File: config.mk
export PLATFORM = sky130hd
export DESIGN_NAME = fm_timing_top
export DESIGN_NICKNAME = d
export VERILOG_FILES = /design/src/verilog/fm_pkg.sv /design/src/verilog/fm_clk_div.sv /design/src/verilog/fm_regs.sv /design/src/verilog/fm_timer.sv /design/src/verilog/fm_timing_top.sv
export SDC_FILE = /design/constraint.sdc
export NUM_CORES = 1
export LEC_CHECK = 0
export BUFFER_PORTS_ARGS = -buffer_cell sky130_fd_sc_hd__buf_2
export CELL_PAD_IN_SITES_DETAIL_PLACEMENT = 0
export CELL_PAD_IN_SITES_GLOBAL_PLACEMENT = 1
export CORE_MARGIN = 4
export CORE_UTILIZATION = 50
export CTS_BUF_LIST = sky130_fd_sc_hd__clkbuf_8 sky130_fd_sc_hd__clkbuf_16
export DETAILED_ROUTE_END_ITERATION = 10
export PLACE_DENSITY = 0.83
export SLEW_MARGIN = 20
export SYNTH_ARGS = -nofsm -noshare
export SYNTH_HDL_FRONTEND = slang
export SYNTH_HIERARCHICAL = 1
export SYNTH_SLANG_ARGS = --single-unit
File: constraint.sdc
create_clock -name clk -period 3.44 [get_ports clk]
set_clock_uncertainty 0.05 [all_clocks]
set_input_delay 0.516 -clock clk [delete_from_list [all_inputs] [get_ports clk]]
set_output_delay 0.516 -clock clk [all_outputs]
set_load 0.1 [all_outputs]
File: src/verilog/fm_pkg.sv
`default_nettype none

package fm_pkg;

    // host register map of the timer block
    typedef enum logic [7:0] {
        REG_TA_HI     = 8'h24,  // timer A bits 9..2
        REG_TA_LO     = 8'h25,  // timer A bits 1..0
        REG_TB        = 8'h26,  // timer B, full byte
        REG_TIMER_CTL = 8'h27,  // load / enable / flag reset
        REG_PRE_6     = 8'h2d,  // prescaler /6
        REG_PRE_3     = 8'h2e,  // prescaler /3
        REG_PRE_2     = 8'h2f   // prescaler /2
    } reg_addr_e;

    // operator clock divide choice
    typedef enum logic [1:0] {
        DIV_2 = 2'd0,
        DIV_3 = 2'd1,
        DIV_6 = 2'd2   // YM2608 power-on value
    } div_sel_e;

    localparam int TA_W   = 10;  // timer A counter bits
    localparam int TB_W   = 8;   // timer B counter bits
    localparam int TB_PRE = 16;  // 111 kHz ticks per timer B step

    // ADPCM-A enable cascade, in cen cycles / parent pulses
    localparam int ADPCM_666_DIV = 12;
    localparam int ADPCM_111_DIV = 6;
    localparam int ADPCM_55_DIV  = 2;

    // bit positions in the timer control byte (reg 0x27)
    localparam int CTL_LOAD_A = 0;
    localparam int CTL_LOAD_B = 1;
    localparam int CTL_EN_A   = 2;
    localparam int CTL_EN_B   = 3;
    localparam int CTL_RST_A  = 4;
    localparam int CTL_RST_B  = 5;

endpackage

`default_nettype wire

File: src/verilog/fm_clk_div.sv
`timescale 1ns/1ps
`default_nettype none

module fm_clk_div (
    input  logic             clk,
    input  logic             rst_n,
    input  logic             cen,         // master clock gate
    input  fm_pkg::div_sel_e div_sel,     // prescaler from reg block
    output logic             clk_en,      // operator enable
    output logic             clk_en_ssg,  // SSG enable
    output logic             clk_en_666,  // 666 kHz
    output logic             clk_en_111,  // 111 kHz, also timer tick
    output logic             clk_en_55    // 55 kHz
);
    import fm_pkg::*;

    logic [3:0] opn_cnt;   // operator divider
    logic [3:0] opn_last;  // N-1
    logic [2:0] ssg_cnt;
    logic [2:0] ssg_last;
    logic [4:0] cnt_666;   // ADPCM-A cascade
    logic [2:0] cnt_111;
    logic [2:0] cnt_55;
    logic       zero_666;
    logic       zero_111;
    logic       zero_55;

    // wrap points per prescaler choice
    always_comb begin
        case (div_sel)
            DIV_2: begin
                opn_last = 4'd1;
                ssg_last = 3'd0;  // SSG every cen
            end
            DIV_3: begin
                opn_last = 4'd2;
                ssg_last = 3'd0;
            end
            default: begin  // DIV_6, spare code too
                opn_last = 4'd5;
                ssg_last = 3'd1;  // SSG every 2nd cen
            end
        endcase
    end

    assign zero_666 = (cnt_666 == 5'd0);
    assign zero_111 = (cnt_111 == 3'd0);
    assign zero_55  = (cnt_55 == 3'd0);

    // operator and SSG counters
    // >= so a smaller N chosen mid-count wraps on the next cen
    always_ff @(posedge clk or negedge rst_n) begin
        if (!rst_n) begin
            opn_cnt <= 4'd0;
            ssg_cnt <= 3'd0;
        end else if (cen) begin
            opn_cnt <= (opn_cnt >= opn_last) ? 4'd0 : opn_cnt + 4'd1;
            ssg_cnt <= (ssg_cnt >= ssg_last) ? 3'd0 : ssg_cnt + 3'd1;
        end
    end

    // ADPCM-A rates, each stage steps when the ones above are at zero
    always_ff @(posedge clk or negedge rst_n) begin
        if (!rst_n) begin
            cnt_666 <= 5'd0;
            cnt_111 <= 3'd0;
            cnt_55  <= 3'd0;
        end else if (cen) begin
            cnt_666 <= (cnt_666 == 5'(ADPCM_666_DIV - 1)) ? 5'd0 : cnt_666 + 5'd1;
            if (zero_666) begin
                cnt_111 <= (cnt_111 == 3'(ADPCM_111_DIV - 1)) ? 3'd0 : cnt_111 + 3'd1;
                if (zero_111) begin
                    cnt_55 <= (cnt_55 == 3'(ADPCM_55_DIV - 1)) ? 3'd0 : cnt_55 + 3'd1;
                end
            end
        end
    end

    // registered enables, one clock wide
    always_ff @(posedge clk or negedge rst_n) begin
        if (!rst_n) begin
            clk_en     <= 1'b0;
            clk_en_ssg <= 1'b0;
            clk_en_666 <= 1'b0;
            clk_en_111 <= 1'b0;
            clk_en_55  <= 1'b0;
        end else begin
            clk_en     <= cen && (opn_cnt == 4'd0);
            clk_en_ssg <= cen && (ssg_cnt == 3'd0);
            clk_en_666 <= cen && zero_666;
            clk_en_111 <= cen && zero_666 && zero_111;
            clk_en_55  <= cen && zero_666 && zero_111 && zero_55;
        end
    end

    // slower rates only ever fire together with the faster ones
    a_55_in_111: assert property (@(posedge clk) disable iff (!rst_n)
        clk_en_55 |-> clk_en_111)
        else $error("clk_en_55 without clk_en_111");

    a_111_in_666: assert property (@(posedge clk) disable iff (!rst_n)
        clk_en_111 |-> clk_en_666)
        else $error("clk_en_111 without clk_en_666");

    // a gated master clock produces no enables at all
    a_cen_gate: assert property (@(posedge clk) disable iff (!rst_n)
        !cen |=> !(clk_en || clk_en_ssg || clk_en_666 || clk_en_111 || clk_en_55))
        else $error("enable pulse after a cen-low cycle");

endmodule

`default_nettype wire

File: src/verilog/fm_regs.sv
`timescale 1ns/1ps
`default_nettype none

module fm_regs (
    input  logic                      clk,
    input  logic                      rst_n,
    input  logic                      wr,          // write strobe
    input  logic [7:0]                addr,
    input  logic [7:0]                din,
    output fm_pkg::div_sel_e          div_sel,     // to divider
    output logic [fm_pkg::TA_W-1:0]   ta_value,
    output logic [fm_pkg::TB_W-1:0]   tb_value,
    output logic                      load_a,      // levels, straight from reg 0x27
    output logic                      load_b,
    output logic                      flag_en_a,
    output logic                      flag_en_b,
    output logic                      flag_rst_a,  // one-cycle pulses
    output logic                      flag_rst_b
);
    import fm_pkg::*;

    logic ctl_wr;  // control byte written this edge

    assign ctl_wr = wr && (addr == REG_TIMER_CTL);

    // register file, writes land every cycle regardless of cen
    always_ff @(posedge clk or negedge rst_n) begin
        if (!rst_n) begin
            div_sel   <= DIV_6;
            ta_value  <= '0;
            tb_value  <= '0;
            load_a    <= 1'b0;
            load_b    <= 1'b0;
            flag_en_a <= 1'b0;
            flag_en_b <= 1'b0;
        end else if (wr) begin
            case (addr)
                REG_TA_HI: begin
                    ta_value[TA_W-1:2] <= din;  // upper 8 bits
                end
                REG_TA_LO: begin
                    ta_value[1:0] <= din[1:0];  // rest of the byte unused
                end
                REG_TB: begin
                    tb_value <= din;
                end
                REG_TIMER_CTL: begin
                    load_a    <= din[CTL_LOAD_A];
                    load_b    <= din[CTL_LOAD_B];
                    flag_en_a <= din[CTL_EN_A];
                    flag_en_b <= din[CTL_EN_B];
                end
                // prescaler regs are address-only, data ignored
                REG_PRE_6: begin
                    div_sel <= DIV_6;
                end
                REG_PRE_3: begin
                    div_sel <= DIV_3;
                end
                REG_PRE_2: begin
                    div_sel <= DIV_2;
                end
                default: begin
                    // other addresses belong to blocks not modelled here
                end
            endcase
        end
    end

    // flag reset bits are write-only strobes
    // back-to-back reset writes merge into one pulse
    always_ff @(posedge clk or negedge rst_n) begin
        if (!rst_n) begin
            flag_rst_a <= 1'b0;
            flag_rst_b <= 1'b0;
        end else begin
            flag_rst_a <= ctl_wr && din[CTL_RST_A] && !flag_rst_a;
            flag_rst_b <= ctl_wr && din[CTL_RST_B] && !flag_rst_b;
        end
    end

    // timers see a clean single-cycle reset even under repeated writes
    a_rst_a_pulse: assert property (@(posedge clk) disable iff (!rst_n)
        flag_rst_a |=> !flag_rst_a)
        else $error("flag_rst_a held for more than one cycle");

    a_rst_b_pulse: assert property (@(posedge clk) disable iff (!rst_n)
        flag_rst_b |=> !flag_rst_b)
        else $error("flag_rst_b held for more than one cycle");

endmodule

`default_nettype wire

File: src/verilog/fm_timer.sv
`timescale 1ns/1ps
`default_nettype none

module fm_timer #(
    parameter int W   = 10,  // counter width
    parameter int PRE = 1    // ticks per count step
) (
    input  logic         clk,
    input  logic         rst_n,
    input  logic         tick,      // 111 kHz enable
    input  logic         load,      // level, counting while high
    input  logic [W-1:0] value,     // reload value
    input  logic         flag_en,
    input  logic         flag_rst,  // one-cycle clear
    output logic         flag
);
    logic         load_q;   // load seen on the previous edge
    logic         running;  // loaded and counting
    logic         step;     // one count
    logic         ovf;      // step from all ones
    logic [W-1:0] cnt;

    assign running = load && load_q;

    generate
        if (PRE > 1) begin : g_pre
            logic [$clog2(PRE)-1:0] pre_cnt;
            logic                   pre_wrap;

            assign pre_wrap = (int'(pre_cnt) == PRE - 1);

            // tick prescaler, restarts with every load
            always_ff @(posedge clk or negedge rst_n) begin
                if (!rst_n) begin
                    pre_cnt <= '0;
                end else if (!running) begin
                    pre_cnt <= '0;
                end else if (tick) begin
                    pre_cnt <= pre_wrap ? '0 : pre_cnt + 1'b1;
                end
            end

            assign step = running && tick && pre_wrap;
        end else begin : g_no_pre
            assign step = running && tick;  // timer A counts every tick
        end
    endgenerate

    assign ovf = step && (&cnt);

    // up-counter, tracks value until load has been high for an edge
    always_ff @(posedge clk or negedge rst_n) begin
        if (!rst_n) begin
            load_q <= 1'b0;
            cnt    <= '0;
        end else begin
            load_q <= load;
            if (!running) begin
                cnt <= value;
            end else if (step) begin
                cnt <= ovf ? value : cnt + 1'b1;  // period is 2^W - value steps
            end
        end
    end

    // overflow flag, set beats clear
    always_ff @(posedge clk or negedge rst_n) begin
        if (!rst_n) begin
            flag <= 1'b0;
        end else if (ovf && flag_en) begin
            flag <= 1'b1;
        end else if (flag_rst) begin
            flag <= 1'b0;
        end
    end

    // a masked timer keeps overflowing but never raises its flag
    a_flag_masked: assert property (@(posedge clk) disable iff (!rst_n)
        (!flag_en && !flag) |=> !flag)
        else $error("timer flag rose while flag_en was low");

endmodule

`default_nettype wire

File: src/verilog/fm_timing_top.sv
`timescale 1ns/1ps
`default_nettype none

module fm_timing_top (
    input  logic       clk,
    input  logic       rst_n,
    input  logic       cen,         // master clock gate
    input  logic       wr,          // host write strobe
    input  logic [7:0] addr,
    input  logic [7:0] din,
    output logic       clk_en,      // operator enable
    output logic       clk_en_ssg,
    output logic       clk_en_666,  // ADPCM-A rates
    output logic       clk_en_111,
    output logic       clk_en_55,
    output logic       flag_a,      // timer status
    output logic       flag_b,
    output logic       irq_n        // open-drain style, low active
);
    import fm_pkg::*;

    div_sel_e          div_sel;
    logic [TA_W-1:0]   ta_value;
    logic [TB_W-1:0]   tb_value;
    logic              load_a;
    logic              load_b;
    logic              flag_en_a;
    logic              flag_en_b;
    logic              flag_rst_a;
    logic              flag_rst_b;

    // host side
    fm_regs u_regs (
        .clk        (clk),
        .rst_n      (rst_n),
        .wr         (wr),
        .addr       (addr),
        .din        (din),
        .div_sel    (div_sel),
        .ta_value   (ta_value),
        .tb_value   (tb_value),
        .load_a     (load_a),
        .load_b     (load_b),
        .flag_en_a  (flag_en_a),
        .flag_en_b  (flag_en_b),
        .flag_rst_a (flag_rst_a),
        .flag_rst_b (flag_rst_b)
    );

    fm_clk_div u_div (
        .clk        (clk),
        .rst_n      (rst_n),
        .cen        (cen),
        .div_sel    (div_sel),
        .clk_en     (clk_en),
        .clk_en_ssg (clk_en_ssg),
        .clk_en_666 (clk_en_666),
        .clk_en_111 (clk_en_111),
        .clk_en_55  (clk_en_55)
    );

    // timer A, one count per 111 kHz tick
    fm_timer #(.W(TA_W), .PRE(1)) u_timer_a (
        .clk      (clk),
        .rst_n    (rst_n),
        .tick     (clk_en_111),
        .load     (load_a),
        .value    (ta_value),
        .flag_en  (flag_en_a),
        .flag_rst (flag_rst_a),
        .flag     (flag_a)
    );

    // timer B, 16x slower
    fm_timer #(.W(TB_W), .PRE(TB_PRE)) u_timer_b (
        .clk      (clk),
        .rst_n    (rst_n),
        .tick     (clk_en_111),
        .load     (load_b),
        .value    (tb_value),
        .flag_en  (flag_en_b),
        .flag_rst (flag_rst_b),
        .flag     (flag_b)
    );

    assign irq_n = !(flag_a || flag_b);  // either flag pulls the line low

endmodule

`default_nettype wire
Yosys cells after proc, flatten, opt, wreduce, memory -nomap -nowiden
Cells that the tools add are included.
{"block": "word_totals", "ram_bits": 0, "latch_bits": 0, "elab_cells": 115, "output_inout_bits": 8, "memories": 0, "reg_bits": 75, "inputBits": 20, "mem_bits_ro": 0}
{"block": "op_classes", "n_eq_ne": 15, "mul": 0, "shift": 0, "addsub": 8, "div_mod_pow": 0, "bitwise_logic": 0, "reduce_logical": 42, "n_mux": 21, "n_lt_le_gt_ge": 2}
{"op": "8-bit by 6-bit == test with 1-bit output, second input constant", "count": 7}
{"op": "10-bit two-way mux", "count": 3}
{"op": "8-bit two-way mux", "count": 3}
{"op": "1-bit logical AND", "count": 19}
{"op": "4-bit two-way mux", "count": 4}
{"op": "2-bit AND reduction", "count": 6}
{"op": "10-bit by 1-bit adder with 10-bit output, second input constant", "count": 1}
{"op": "10-bit AND reduction", "count": 1}
{"op": "3-bit by 1-bit adder with 3-bit output, second input constant", "count": 3}
{"op": "3-bit logical NOT", "count": 3}
{"op": "3-bit two-way mux", "count": 3}
{"op": "4-bit by 1-bit adder with 4-bit output, second input constant", "count": 2}
{"op": "8-bit by 1-bit adder with 8-bit output, second input constant", "count": 1}
{"op": "8-bit AND reduction", "count": 1}
{"op": "2-bit inequality test, second input constant", "count": 3}
{"op": "2-bit case mux with 3 select lines", "count": 1}
{"op": "3-bit case mux with 2 select lines", "count": 1}
{"op": "5-bit by 1-bit adder with 5-bit output, second input constant", "count": 1}
{"op": "5-bit by 4-bit == test with 1-bit output, second input constant", "count": 1}
{"op": "5-bit logical NOT", "count": 1}
{"op": "1-bit two-way mux", "count": 5}
{"op": "5-bit two-way mux", "count": 1}
{"op": "4-bit by 1-bit == test with 1-bit output, second input constant", "count": 1}
{"op": "4-bit greater-or-equal comparator", "count": 1}
{"op": "12 further kinds", "count": 15}

Logic depth before layout (Yosys ltp)
Gate-level depths: netlist (run 1).
{"block": "logic_depth", "depth_word": 7, "depth_mapped": 7, "depth_no_buf": 7}

Hierarchy
The synthesis (run 1) kept the hierarchy.
{"mod": "fm_clk_div", "cells_per_inst": 106, "area_each_um2": 1141.1, "seq_area_each_um2": 575.6, "instances": 1}
{"mod": "fm_regs", "cells_per_inst": 65, "area_each_um2": 1074.8, "seq_area_each_um2": 651.9, "instances": 1}
{"mod": "fm_timer (u_timer_b)", "cells_per_inst": 79, "area_each_um2": 805.8, "seq_area_each_um2": 350.3, "instances": 1}
{"mod": "fm_timer (u_timer_a)", "cells_per_inst": 84, "area_each_um2": 747.0, "seq_area_each_um2": 300.3, "instances": 1}
{"mod": "fm_timing_top", "cells_per_inst": 1, "area_each_um2": 3.8, "seq_area_each_um2": 0.0, "instances": 1}

Worst setup path before layout (run 1)
No wires, ideal clock.
{"block": "synth_timing", "path_kind": "register -> output", "startpoint": "reg u_timer_b.flag", "endpoint": "out irq_n", "n_path_buf": 0, "path_slack_ns": 0.719, "t_arrival_ns": 2.155, "path_stages_with_launch": 2, "required_ns": 2.874, "cell_sequence": "dfrtp_1 > nor2_1"}
{"block": "synth_between", "elab_chain_cells": 2}
{"item": "start: declaration", "line": "fm_timer.sv:15", "source": "output logic flag"}
{"item": "start signal: assignment", "line": "fm_timer.sv:69", "source": "flag <= 1'b0;"}
{"item": "start signal: assignment", "line": "fm_timer.sv:71", "source": "flag <= 1'b1;"}
{"item": "start signal: assignment", "line": "fm_timer.sv:73", "source": "flag <= 1'b0;"}
{"item": "1-bit logical OR", "line": "fm_timing_top.sv:86", "source": "assign irq_n = !(flag_a || flag_b);"}
{"item": "1-bit logical NOT", "line": "fm_timing_top.sv:86"}
{"item": "end: declaration", "line": "fm_timing_top.sv:18", "source": "output logic irq_n"}
Every way passes these cells.

Final worst setup path (run 1)
{"block": "layout_timing", "startpoint": "reg u_div.clk_en_111", "endpoint": "out clk_en_111"}
{"item": "start: declaration", "line": "fm_clk_div.sv:12", "source": "output logic clk_en_111,"}
{"item": "start signal: assignment", "line": "fm_clk_div.sv:91", "source": "clk_en_111 <= cen && zero_666 && zero_111;"}
{"item": "end: declaration", "line": "fm_timing_top.sv:14", "source": "output logic clk_en_111,"}
No word-level cell between the ends.

==> results of run 1 <==
power groups by stage:
stage | combinational (W) | sequential, W | clock (W)
6_report | 0.000393 | 0.00109 | 0.000607
3_3_place_gp | 0.000384 | 0.00110 | 0
5_1_grt | 0.000446 | 0.00111 | 0.000668
2_1_floorplan | 0.000248 | 0.00115 | 0
3_5_place_dp | 0.000398 | 0.00111 | 0
4_1_cts | 0.000399 | 0.00109 | 0.000635
sequential cells by signal (all words and copies together) (netlist names), 2 cells and up:
signal / count
u_timer_a/cnt: 10
u_div/ssg_cnt: 3
u_div/cnt_666: 5
u_div/opn_cnt: 4
u_regs/ta_value: 10
u_regs/tb_value: 8
u_div/cnt_55: 3
u_div/cnt_111: 3
u_regs/div_sel: 2
u_timer_b/g_pre.pre_cnt: 4
u_timer_b/cnt: 8
through the flow:
step,power (W),setup WS [ps],util [%],hold slack (ps),instances
final,0.002092,1322,56.40,244.2,464
after global routing,0.002223,1249,56.40,341.1,464
after detailed placement,0.001504,1402,53.95,373.4,449
after CTS,0.002126,1284,56.40,301.6,464
after global placement,0.001488,1458,53.95,370.7,449
after floorplan,0.001396,718.6,-,170.4,335
layout make-up:
type,count,area [µm²],share of cell area (%)
Timing Repair Buffer,27,137.6,3.347
Clock buffer,12,165.2,4.016
Tap cell,99,123.9,3.012
Multi-Input combinational cell,230,1727,41.98
Inverter,18,67.56,1.643
Clock inverter,3,13.76,0.3347
Sequential cell,75,1878,45.66
Yosys cell counts, types with 2 or more instances:
cell and number:
a22o_1 2, and2_1 3, mux2i_1 6, mux2_2 20, o21ai_0 15, nor3b_1 2, and3b_2 2, clkbuf_1 5
dfrtp_1 74, o22ai_1 5, and4_4 2, nand3_1 16, inv_1 18, xnor2_1 3, xor2_1 4, nand2_4 2
nand4_1 8, and3_2 2, and4_1 5, a21o_1 2, mux2_4 5, nor2_1 19, nor2b_1 4, o22a_1 4
a311oi_1 3, a41oi_1 4, nand2_1 22, nand2b_1 4, a31oi_1 5, buf_6 5, nor3_1 5, o2bb2ai_1 2
a21oi_1 12, and3_1 4, ha_1 13
worst min path at each step:
stage                             endpoint  slack (ps)  cells after the start
after floorplan               u_div/clk_en         170                      0
after global placement    u_timer_a/load_q         370                      0
after detailed placement  u_timer_a/load_q         370                      0
after CTS                 u_timer_a/cnt[8]         300                      1
after global routing      u_timer_a/cnt[3]         340                      1
final                     u_timer_a/cnt[8]         240                      1
placed cells by master (no fill, tap or decap), types with 5 or more instances in the layout:
cell and n:
a21oi_1 12, a31oi_1 5, and4_1 5, buf_2 26, clkbuf_8 12, dfrtp_1 74, ha_1 13, inv_1 19
mux2_2 20, mux2_4 5, mux2i_1 6, nand2_1 22, nand3_1 16, nand4_1 8, nor2_1 19, nor3_1 5
o21ai_0 15, o22ai_1 5
cells by family (layout without fill, tap and decap cells):
group / after synthesis / count (layout)
buffers and inverters: 30 / 60
XOR/XNOR: 7 / 7
flip-flops: 75 / 75
AO/OA/AOI/OAI: 66 / 66
AND/OR/NAND/NOR: 113 / 113
adder cells (fa/ha/maj): 13 / 13
multiplexers: 31 / 31
metal layers:
layer  global-route usage, %  up-vias  share of wire, %  wire (µm)
met1                   23.72     1301                50       3511
met2                   27.07       50                45       3178
met4                   5.048        0              0.68         48
li1                        -     1281                 -          -
met3                   4.064        4               4.0        281
met5                       0        -                 0          0
==> summary.txt, run 1 <==
Setup path
  – Reg2reg path depth: 6
  – Crit path DAT: 1550 ps
  – FF-to-FF Start: u_regs/div_sel[1]
  – Crit Path Max Fanout: 17
  – CP top delay family: flip-flops
  – Critical path cell sequence: buf_2
  – Startpoint Class: flop
  – Worst path max stage delay: 690 ps
  – CP Capture Type: output port
  – Worst Setup EP: clk_en_111
  – Buf/Inv on CP: 1
  – R2R Path End: u_div/opn_cnt[3]
  – Origin of the worst setup path: u_div/clk_en_111
  – Levels on crit path: 1
  – Reg2Reg Setup Slack: 1510 ps
  – Worst Path Class, Setup: flop to output port
  – Worst path required time: 2870 ps
  – Slowest cell on the critical path: dfrtp_1

Drt
  – Via count: 2636
  – WL final: 7.019 mm
  – Vias per cell: 5.681
  – Routed length per instance: 15.13 µm
  – Antenna viol nets, final: 0
  – First-pass DRT Iterations: 5
  – DRC viols: 0
  – Detailed Route Iter0 Violations: 69

Power
  – Pleak: 1.979 nW
  – Switching part of the total: 30.41%
  – Worst VDD drop: 0.3865 mV
  – Int Power: 0.001456 W
  – P_sw: 0.0006362 W
  – Logic gate share of total power: 18.8%
  – Flop pwr share: 52.2%
  – P per Cell Area: 508.6 nW/µm²
  – Clock group share of total power: 29.0%

Synthesis
  – Main combinational cell family by area after synthesis: simple AND/OR/NAND/NOR gates
  – Net Count, Synth: 368
  – Synth unique cells: 63
  – Flops & latches, synth: 75
  – Synth Area in XOR/XNOR: 1.625%
  – Synth Warn #: 6
  – Ys async rst share: 100.0%
  – Top post-synthesis cells by area: dfrtp_1, mux2_2, ha_1
  – Post-Syn Area per Cell: 11.26 µm²
  – Synthesized cell area: 3772 µm²
  – Synth area leader: dfrtp_1
  – Synth Area in Adders: 4.312%
  – Simple-gate share of the synthesized area: 17.91%
  – Sequential area share after synthesis: 49.78%
  – Synth Area in Compound Gates: 12.37%
  – Cells after Synth: 335
  – Share of the synthesized area in the top cell type: 49.09%
  – Top FF cell, synth: dfrtp_1
  – Mux cell area share after synthesis: 9.552%
  – EDFF count, synth: 0

Clock network
  – Clk buf depth: 2
  – TritonCTS clock tree: yes
  – Hold_buf cts: 0
  – Post-CTS setup buffer count: 0
  – CTS buffer count: 9
  – Post-CTS Resized: 0
  – Root buffer cell: clkbuf_8
  – Clock sink total: 75
  – Max H-tree Level: 3
  – Clk slew on worst S/H paths: 70 ps
  – Worst skew pair latency: 330 ps

Finish
  – Layout area overhead: 9.021%
  – Share of layout cells above drive strength 1: 23.01%
  – Ant. Diodes: 0
  – Nets@finish: 394
  – Final instance area: 4113 µm²
  – FILL cells: 669

Floorplan
  – Initial Util: 51.73%
  – Die Y: 94.86 µm
  – CORE AREA: 7292 µm²
  – Die W: 94.86 µm
  – DIE AREA: 8998 µm²
  – Cell Rows: 31
  – # IOs: 28

Place
  – Detail Placement HPWL: 4.913 mm
  – Final GP Congestion: 0.8048
  – IO Port Bufs: 27
  – Post-place instance area: 3934 µm²

Timing
  – Actual slew at the worst max-slew pin: 941.6 ps
  – Slew headroom: 37.23%
  – Setup TNS: 0 ps
  – Setup violators final: 0
  – Max Fclk: 0.4723 GHz
  – Final worst-path cycle share: 61.56%
  – Fin crit period: 2118 ps
  – RSZ-0062 raised after global routing: false
  – Hold Fails Final Rpt: 0
  – Fin. max-slew vios: 0

Global routing
  – Vias in the first global route: 2566
  – Initial antenna violation count: 0
  – Largest net degree at the start of global routing: 76
  – First-pass GRT wire length: 12.01 mm
  – Gr ovfl total: 0
  – GRT Util Overall: 17.20%

Job
  – Max-Cap Viols: 0

Hold path
  – Hold Path Class: primary input to asynchronous set/reset pin

Outcome
  – Status: completed
Power figures use the tool's default switching activity.
==> run 2, diff against run 1 <==
CORE_UTILIZATION = 48   (was 50)
PLACE_DENSITY = 0.8   (was 0.83)
clock period = 2 ns   (was 3.44 ns; I/O delays follow)
==> summary.txt, run 2 (synthesis results as in run 1) <==
Outcome
  – Status: completed

Power
  – Switching part of the total: 30.42% (about the same)
  – Total power: 0.003868 W (+85%)
  – Clock group share of total power: 32.9% (+3.9 points)
  – P per Cell Area: 913.6 nW/µm² (+80%)
  – P_sw: 0.001177 W (+85%)
  – Worst VDD drop: 0.5632 mV (+46%)
  – Int Power: 0.002692 W (+85%)
  – Flop pwr share: 48.4% (-3.8 points)
  – Pleak: 2.025 nW (+2.3%)
  – Logic gate share of total power: 18.7% (about the same)

Timing
  – Slew headroom: 67.75% (+31 points)
  – Actual slew at the worst max-slew pin: 483.7 ps (-457.9 ps)
  – RSZ-0062 raised after global routing: false
  – Hold Fails Final Rpt: 0 (unchanged)
  – Setup TNS: 0 ps (unchanged)
  – Final hold slack: 145.5 ps (-98.78 ps)
  – Max Fclk: 0.5534 GHz
  – Fin crit period: 1807 ps
  – Fin. max-slew vios: 0 (unchanged)
  – Final worst-path cycle share: 90.36%
  – Setup violators final: 0 (unchanged)

Floorplan
  – Cell Rows: 32 (+3.2%)
  – Die Y: 96.65 µm (+1.9%)
  – # IOs: 28 (unchanged)
  – Initial Util: 49.07% (-2.7 points)
  – DIE AREA: 9341 µm² (+3.8%)
  – Die W: 96.65 µm (+1.9%)
  – CORE AREA: 7687 µm² (+5.4%)

Drt
  – Vias per cell: 5.528 (-2.7%)
  – Antenna viol nets, final: 0 (unchanged)
  – Via count: 2637 (+0.038%)
  – WL final: 7.292 mm (+3.9%)
  – First-pass DRT Iterations: 4 (-1)
  – Detailed Route Iter0 Violations: 122 (+77%)
  – Routed length per instance: 15.29 µm (+1.1%)
  – DRC viols: 0 (unchanged)

Finish
  – Layout area overhead: 12.24%
  – Share of layout cells above drive strength 1: 25.87% (+2.9 points)
  – Commonest non-fill, non-tap cell in the layout: dfrtp_1
  – Nets@finish: 403 (+2.3%)
  – Post-layout util: 55.08% (-1.3 points)
  – Most frequent cells in the layout: dfrtp_1, buf_2, nand2_1
  – Largest regs: u_regs/ta_value (10), u_timer_a/cnt (10)
  – Ant. Diodes: 0 (unchanged)
  – Final instance area: 4234 µm² (+3.0%)

Setup path
  – CP Capture Type: flop
  – Worst path required time: 2220 ps (-650 ps)
  – Worst path max stage delay: 540 ps (-150 ps)
  – Worst Path Class, Setup: flop to flop
  – Most frequent CP cell: nand2_1
  – Reg2reg path depth: 7 (+1)
  – Crit Path Max Fanout: 3 (-14)
  – R2R Path End: u_div/opn_cnt[0]
  – FF-to-FF Start: u_regs/div_sel[1]
  – CP top delay family: flip-flops
  – Reg2Reg Setup Slack: 190 ps (-1320 ps)
  – Crit path DAT: 2030 ps (+480 ps)
  – Buf/Inv on CP: 1 (unchanged)
  – Critical path cell sequence: inv_1 -> nand2_1 -> ha_1 -> nand2b_1 -> a311oi_2 -> nand2_1 -> mux2i_1
  – Origin of the worst setup path: u_regs/div_sel[1]
  – Startpoint Class: flop
  – Slowest cell on the critical path: dfstp_2

Job
  – Max-Cap Viols: 0 (unchanged)

Place
  – IO Port Bufs: 27 (unchanged)
  – Detail Placement HPWL: 5.225 mm (+6.4%)
  – Final GP Congestion: 0.8264 (+2.7%)
  – Post-place instance area: 4001 µm² (+1.7%)

Clock network
  – Worst skew pair latency: 350 ps (+20 ps)
  – TritonCTS clock tree: yes
  – CTS buffer count: 9 (unchanged)
  – Post-CTS setup buffer count: 0 (unchanged)
  – Clk buf depth: 2 (unchanged)
  – Root buffer cell: clkbuf_8
  – Clock sink total: 75 (unchanged)
  – Clk slew on worst S/H paths: 80 ps (about the same)
  – Max H-tree Level: 3 (unchanged)

Hold path
  – Hold Path Class: primary input to flop
  – Hold Path End: u_regs/div_sel[1]
  – Hold path cells: 2
  – Hold_sp: addr[3]

Global routing
  – GRT Util Overall: 16.77% (-0.43 points)
  – Gr ovfl total: 0 (unchanged)
  – First-pass GRT wire length: 12.81 mm (+6.7%)
  – Vias in the first global route: 2632 (+2.6%)
  – Largest net degree at the start of global routing: 36 (-53%)
  – Initial antenna violation count: 0 (unchanged)
==> run 2: changes by cell type in the layout (fill, tap and decap cells not counted), sizes merged <==
cell,before,now
inv,19,18
dlygate4sd3,0,1
bufinv,0,2
clkinvlp,0,3
buf,27,35
clkbuf,12,9
==> run 2: power groups by stage <==
stage / logic [W] / registers (W) / clock network, W
after detailed placement: 0.000711 / 0.00190 / 0
after CTS: 0.000711 / 0.00187 / 0.00131
after floorplan: 0.000426 / 0.00198 / 0
after global routing: 0.000820 / 0.00191 / 0.00138
after global placement: 0.000678 / 0.00190 / 0
final: 0.000722 / 0.00187 / 0.00127
==> run 2: how the worst max path moves through the flow <==
stage	cells past startpoint	to	slack, ps
global placement	7	u_div/opn_cnt[3]	200
floorplan	1	irq_n	-50
detailed placement	7	u_div/opn_cnt[0]	90
CTS	7	u_div/opn_cnt[3]	80
global route	7	u_div/opn_cnt[2]	70
finish	7	u_div/opn_cnt[0]	190
==> run 2: cell type report <==
cell class,instances,area [µm²]
multi-input cells,230,1735
repair buffers,36,207.7
flip-flops and latches,75,1879
clock buffers,9,123.9
fillers,689,3453
clock inverters,7,92.59
inverters,18,67.56
well taps,102,127.6
==> run 2: through the flow <==
stage          setup WS (ps)  std cells
3_3_place_gp           195.8        460
6_report               192.8        477
3_5_place_dp           94.07        460
4_1_cts                84.77        477
2_1_floorplan         -52.14        335
5_1_grt                66.48        477
==> run 2: timing repair <==
action                     in CTS  in global routing
hold buffers                    1                  0
setup endpoints to repair       0                  2
resized for setup               0                  1
hold endpoints to repair       31                  0
==> run 2: metal layers <==
layer	GRT usage, %	up-vias	wire, µm
met5	0	-	0
met4	4.644	0	85
met3	5.047	8	293
met2	25.16	47	3267
met1	23.71	1286	3645
li1	-	1296	-
==> run 3, diff against run 2 <==
CORE_UTILIZATION = 40   (was 48)
PLACE_DENSITY = 0.69   (was 0.8)
RECOVER_POWER = 25   (was unset)
==> summary.txt, run 3 (synthesis results as in run 1) <==
Outcome
  – Status: completed

Timing
  – Fin crit period: 1834 ps (+27.31 ps)
  – Hold Fails Final Rpt: 0 (unchanged)
  – Final hold slack: 140.3 ps (-5.146 ps)
  – Slew headroom: 49.86% (-18 points)
  – Fin. max-slew vios: 0 (unchanged)
  – Setup violators final: 0 (unchanged)
  – Setup TNS: 0 ps (unchanged)
  – RSZ-0062 raised after global routing: false
  – Max Fclk: 0.5451 GHz (-1.5%)
  – Final worst-path cycle share: 91.72% (+1.4 points)
  – Actual slew at the worst max-slew pin: 752.1 ps (+268.4 ps)

Power
  – Worst VDD drop: 0.5236 mV (-7.0%)
  – Pleak: 2.011 nW (-0.68%)
  – P per Cell Area: 900.4 nW/µm² (-1.5%)

Drt
  – DRC viols: 0 (unchanged)
  – WL final: 7.455 mm (+2.2%)
  – Detailed Route Iter0 Violations: 61 (-50%)
  – Vias per cell: 5.500 (-0.51%)
  – Antenna viol nets, final: 0 (unchanged)
  – Routed length per instance: 15.40 µm (+0.76%)
  – Via count: 2662 (+0.95%)
  – First-pass DRT Iterations: 4 (unchanged)

Global routing
  – First-pass GRT wire length: 12.71 mm (-0.81%)
  – Initial antenna violation count: 0 (unchanged)
  – Largest net degree at the start of global routing: 32 (-11%)
  – GRT Util Overall: 14.33% (-2.4 points)
  – Gr ovfl total: 0 (unchanged)
  – Vias in the first global route: 2608 (-0.91%)

Finish
  – Final instance area: 4224 µm² (-0.24%)
  – Post-layout util: 45.93% (-9.1 points)
  – Most frequent cells in the layout: dfrtp_1, buf_2, nand2_1
  – Largest regs: u_regs/ta_value (10), u_timer_a/cnt (10)
  – Finished Layout Cells: 484 (+1.5%)
  – Ant. Diodes: 0 (unchanged)
  – Share of layout cells above drive strength 1: 25.20% (-0.67 points)
  – Nets@finish: 401 (-0.50%)
  – Commonest non-fill, non-tap cell in the layout: dfrtp_1
  – Layout area overhead: 11.97%

Setup path
  – Worst path max stage delay: 520 ps (-20 ps)
  – Crit path DAT: 1480 ps (-550 ps)
  – Slowest cell on the critical path: dfrtp_2
  – Worst Path Class, Setup: flop to output port
  – Critical path cell sequence: buf_4 -> buf_2
  – Crit Path Max Fanout: 12 (+9)
  – CP Capture Type: output port
  – Worst path required time: 1650 ps (-570 ps)
  – Startpoint Class: flop

Place
  – Detail Placement HPWL: 5.462 mm (+4.5%)
  – Post-place instance area: 4010 µm² (+0.22%)
  – Final GP Congestion: 0.7930 (-4.0%)
  – Dpl cells: 467 (+1.5%)
  – IO Port Bufs: 27 (unchanged)

Clock network
  – Max H-tree Level: 3 (unchanged)
  – CTS buffer count: 9 (unchanged)
  – Clk buf depth: 2 (unchanged)
  – Root buffer cell: clkbuf_8
  – TritonCTS clock tree: yes
  – Clock sink total: 75 (unchanged)
  – Clk slew on worst S/H paths: 80 ps (about the same)
  – Worst skew pair latency: 350 ps (about the same)

Floorplan
  – Die Y: 105.1 µm (+8.8%)
  – Initial Util: 41.02% (-8.1 points)
  – Die W: 105.1 µm (+8.8%)
  – Cell Rows: 35 (+9.4%)
  – CORE AREA: 9196 µm² (+20%)
  – DIE AREA: 11050 µm² (+18%)
  – # IOs: 28 (unchanged)

Hold path
  – Hold Path Class: primary input to flop

Job
  – Max-Cap Viols: 0 (unchanged)
[run 3: changes by cell type in the layout (fill, tap and decap cells not counted), sizes merged]
cell,before,now
clkinvlp,3,2
inv,18,22
bufinv,2,1
clkinv,2,0
clkbuf,9,11
buf,35,31
[run 3: worst paths after layout]
| kind | to | cells after the start | startpoint | slack, ps |
|---|---|---|---|---|
| hold / removal | u_regs/div_sel[1] | 2 | addr[3] | 140 |
| setup / recovery | clk_en_111 | 2 | u_div/clk_en_111 | 170 |
| max in group asynchronous | u_div/opn_cnt[1] | 3 | rst_n | 680 |
| setup reg to reg | u_div/opn_cnt[0] | 6 | u_regs/div_sel[1] | 170 |
| min in group asynchronous | u_timer_a/cnt[9] | 2 | rst_n | 510 |
| hold reg to reg | u_timer_a/load_q | 0 | u_regs/load_a | 390 |
[run 3: metal layers]
| metal | wire (µm) | vias up | global-route usage [%] |
|---|---|---|---|
| met4 | 91 | 0 | 5.061 |
| met3 | 285 | 9 | 3.150 |
| met1 | 3684 | 1316 | 19.95 |
| li1 | - | 1296 | - |
| met5 | 0 | - | 0 |
| met2 | 3393 | 41 | 22.00 |
[run 3: what timing repair did]
action	in CTS	in global routing
hold buffers	1	0
gates resized for setup	0	1
endpoints found under the hold margin	26	0
endpoints found under the setup margin	0	4
setup buffers	0	0
[run 3: worst max-delay path: cells and delay by family, from the launching register on]
| kind | cells | cell delay, ps |
|---|---|---|
| buffers and inverters | 2 | 610 |
| flip-flops | 1 | 520 |
[run 3: final cells by class]
type                    instances  area [µm²]
clock inverters                 7       80.08
clock buffers                   9       123.9
well taps                     111       138.9
fillers                       891        4972
repair buffers                 34       198.9
flip-flops and latches         75        1879
inverters                      18       67.56
multi-input cells             230        1735
[run 3: power breakdown]
part | internal (W) | switching (W)
logic | 0.000301 | 0.000428
registers | 0.00169 | 0.000183
clock network | 0.000594 | 0.000605
[run 3: per-stage QoR]
stage          total power (W)  worst slack [ps]
2_1_floorplan         0.002402            -52.14
3_3_place_gp          0.002591             175.6
3_5_place_dp          0.002621             87.45
4_1_cts               0.003854             63.11
5_1_grt               0.004045             52.51
6_report              0.003803             165.5
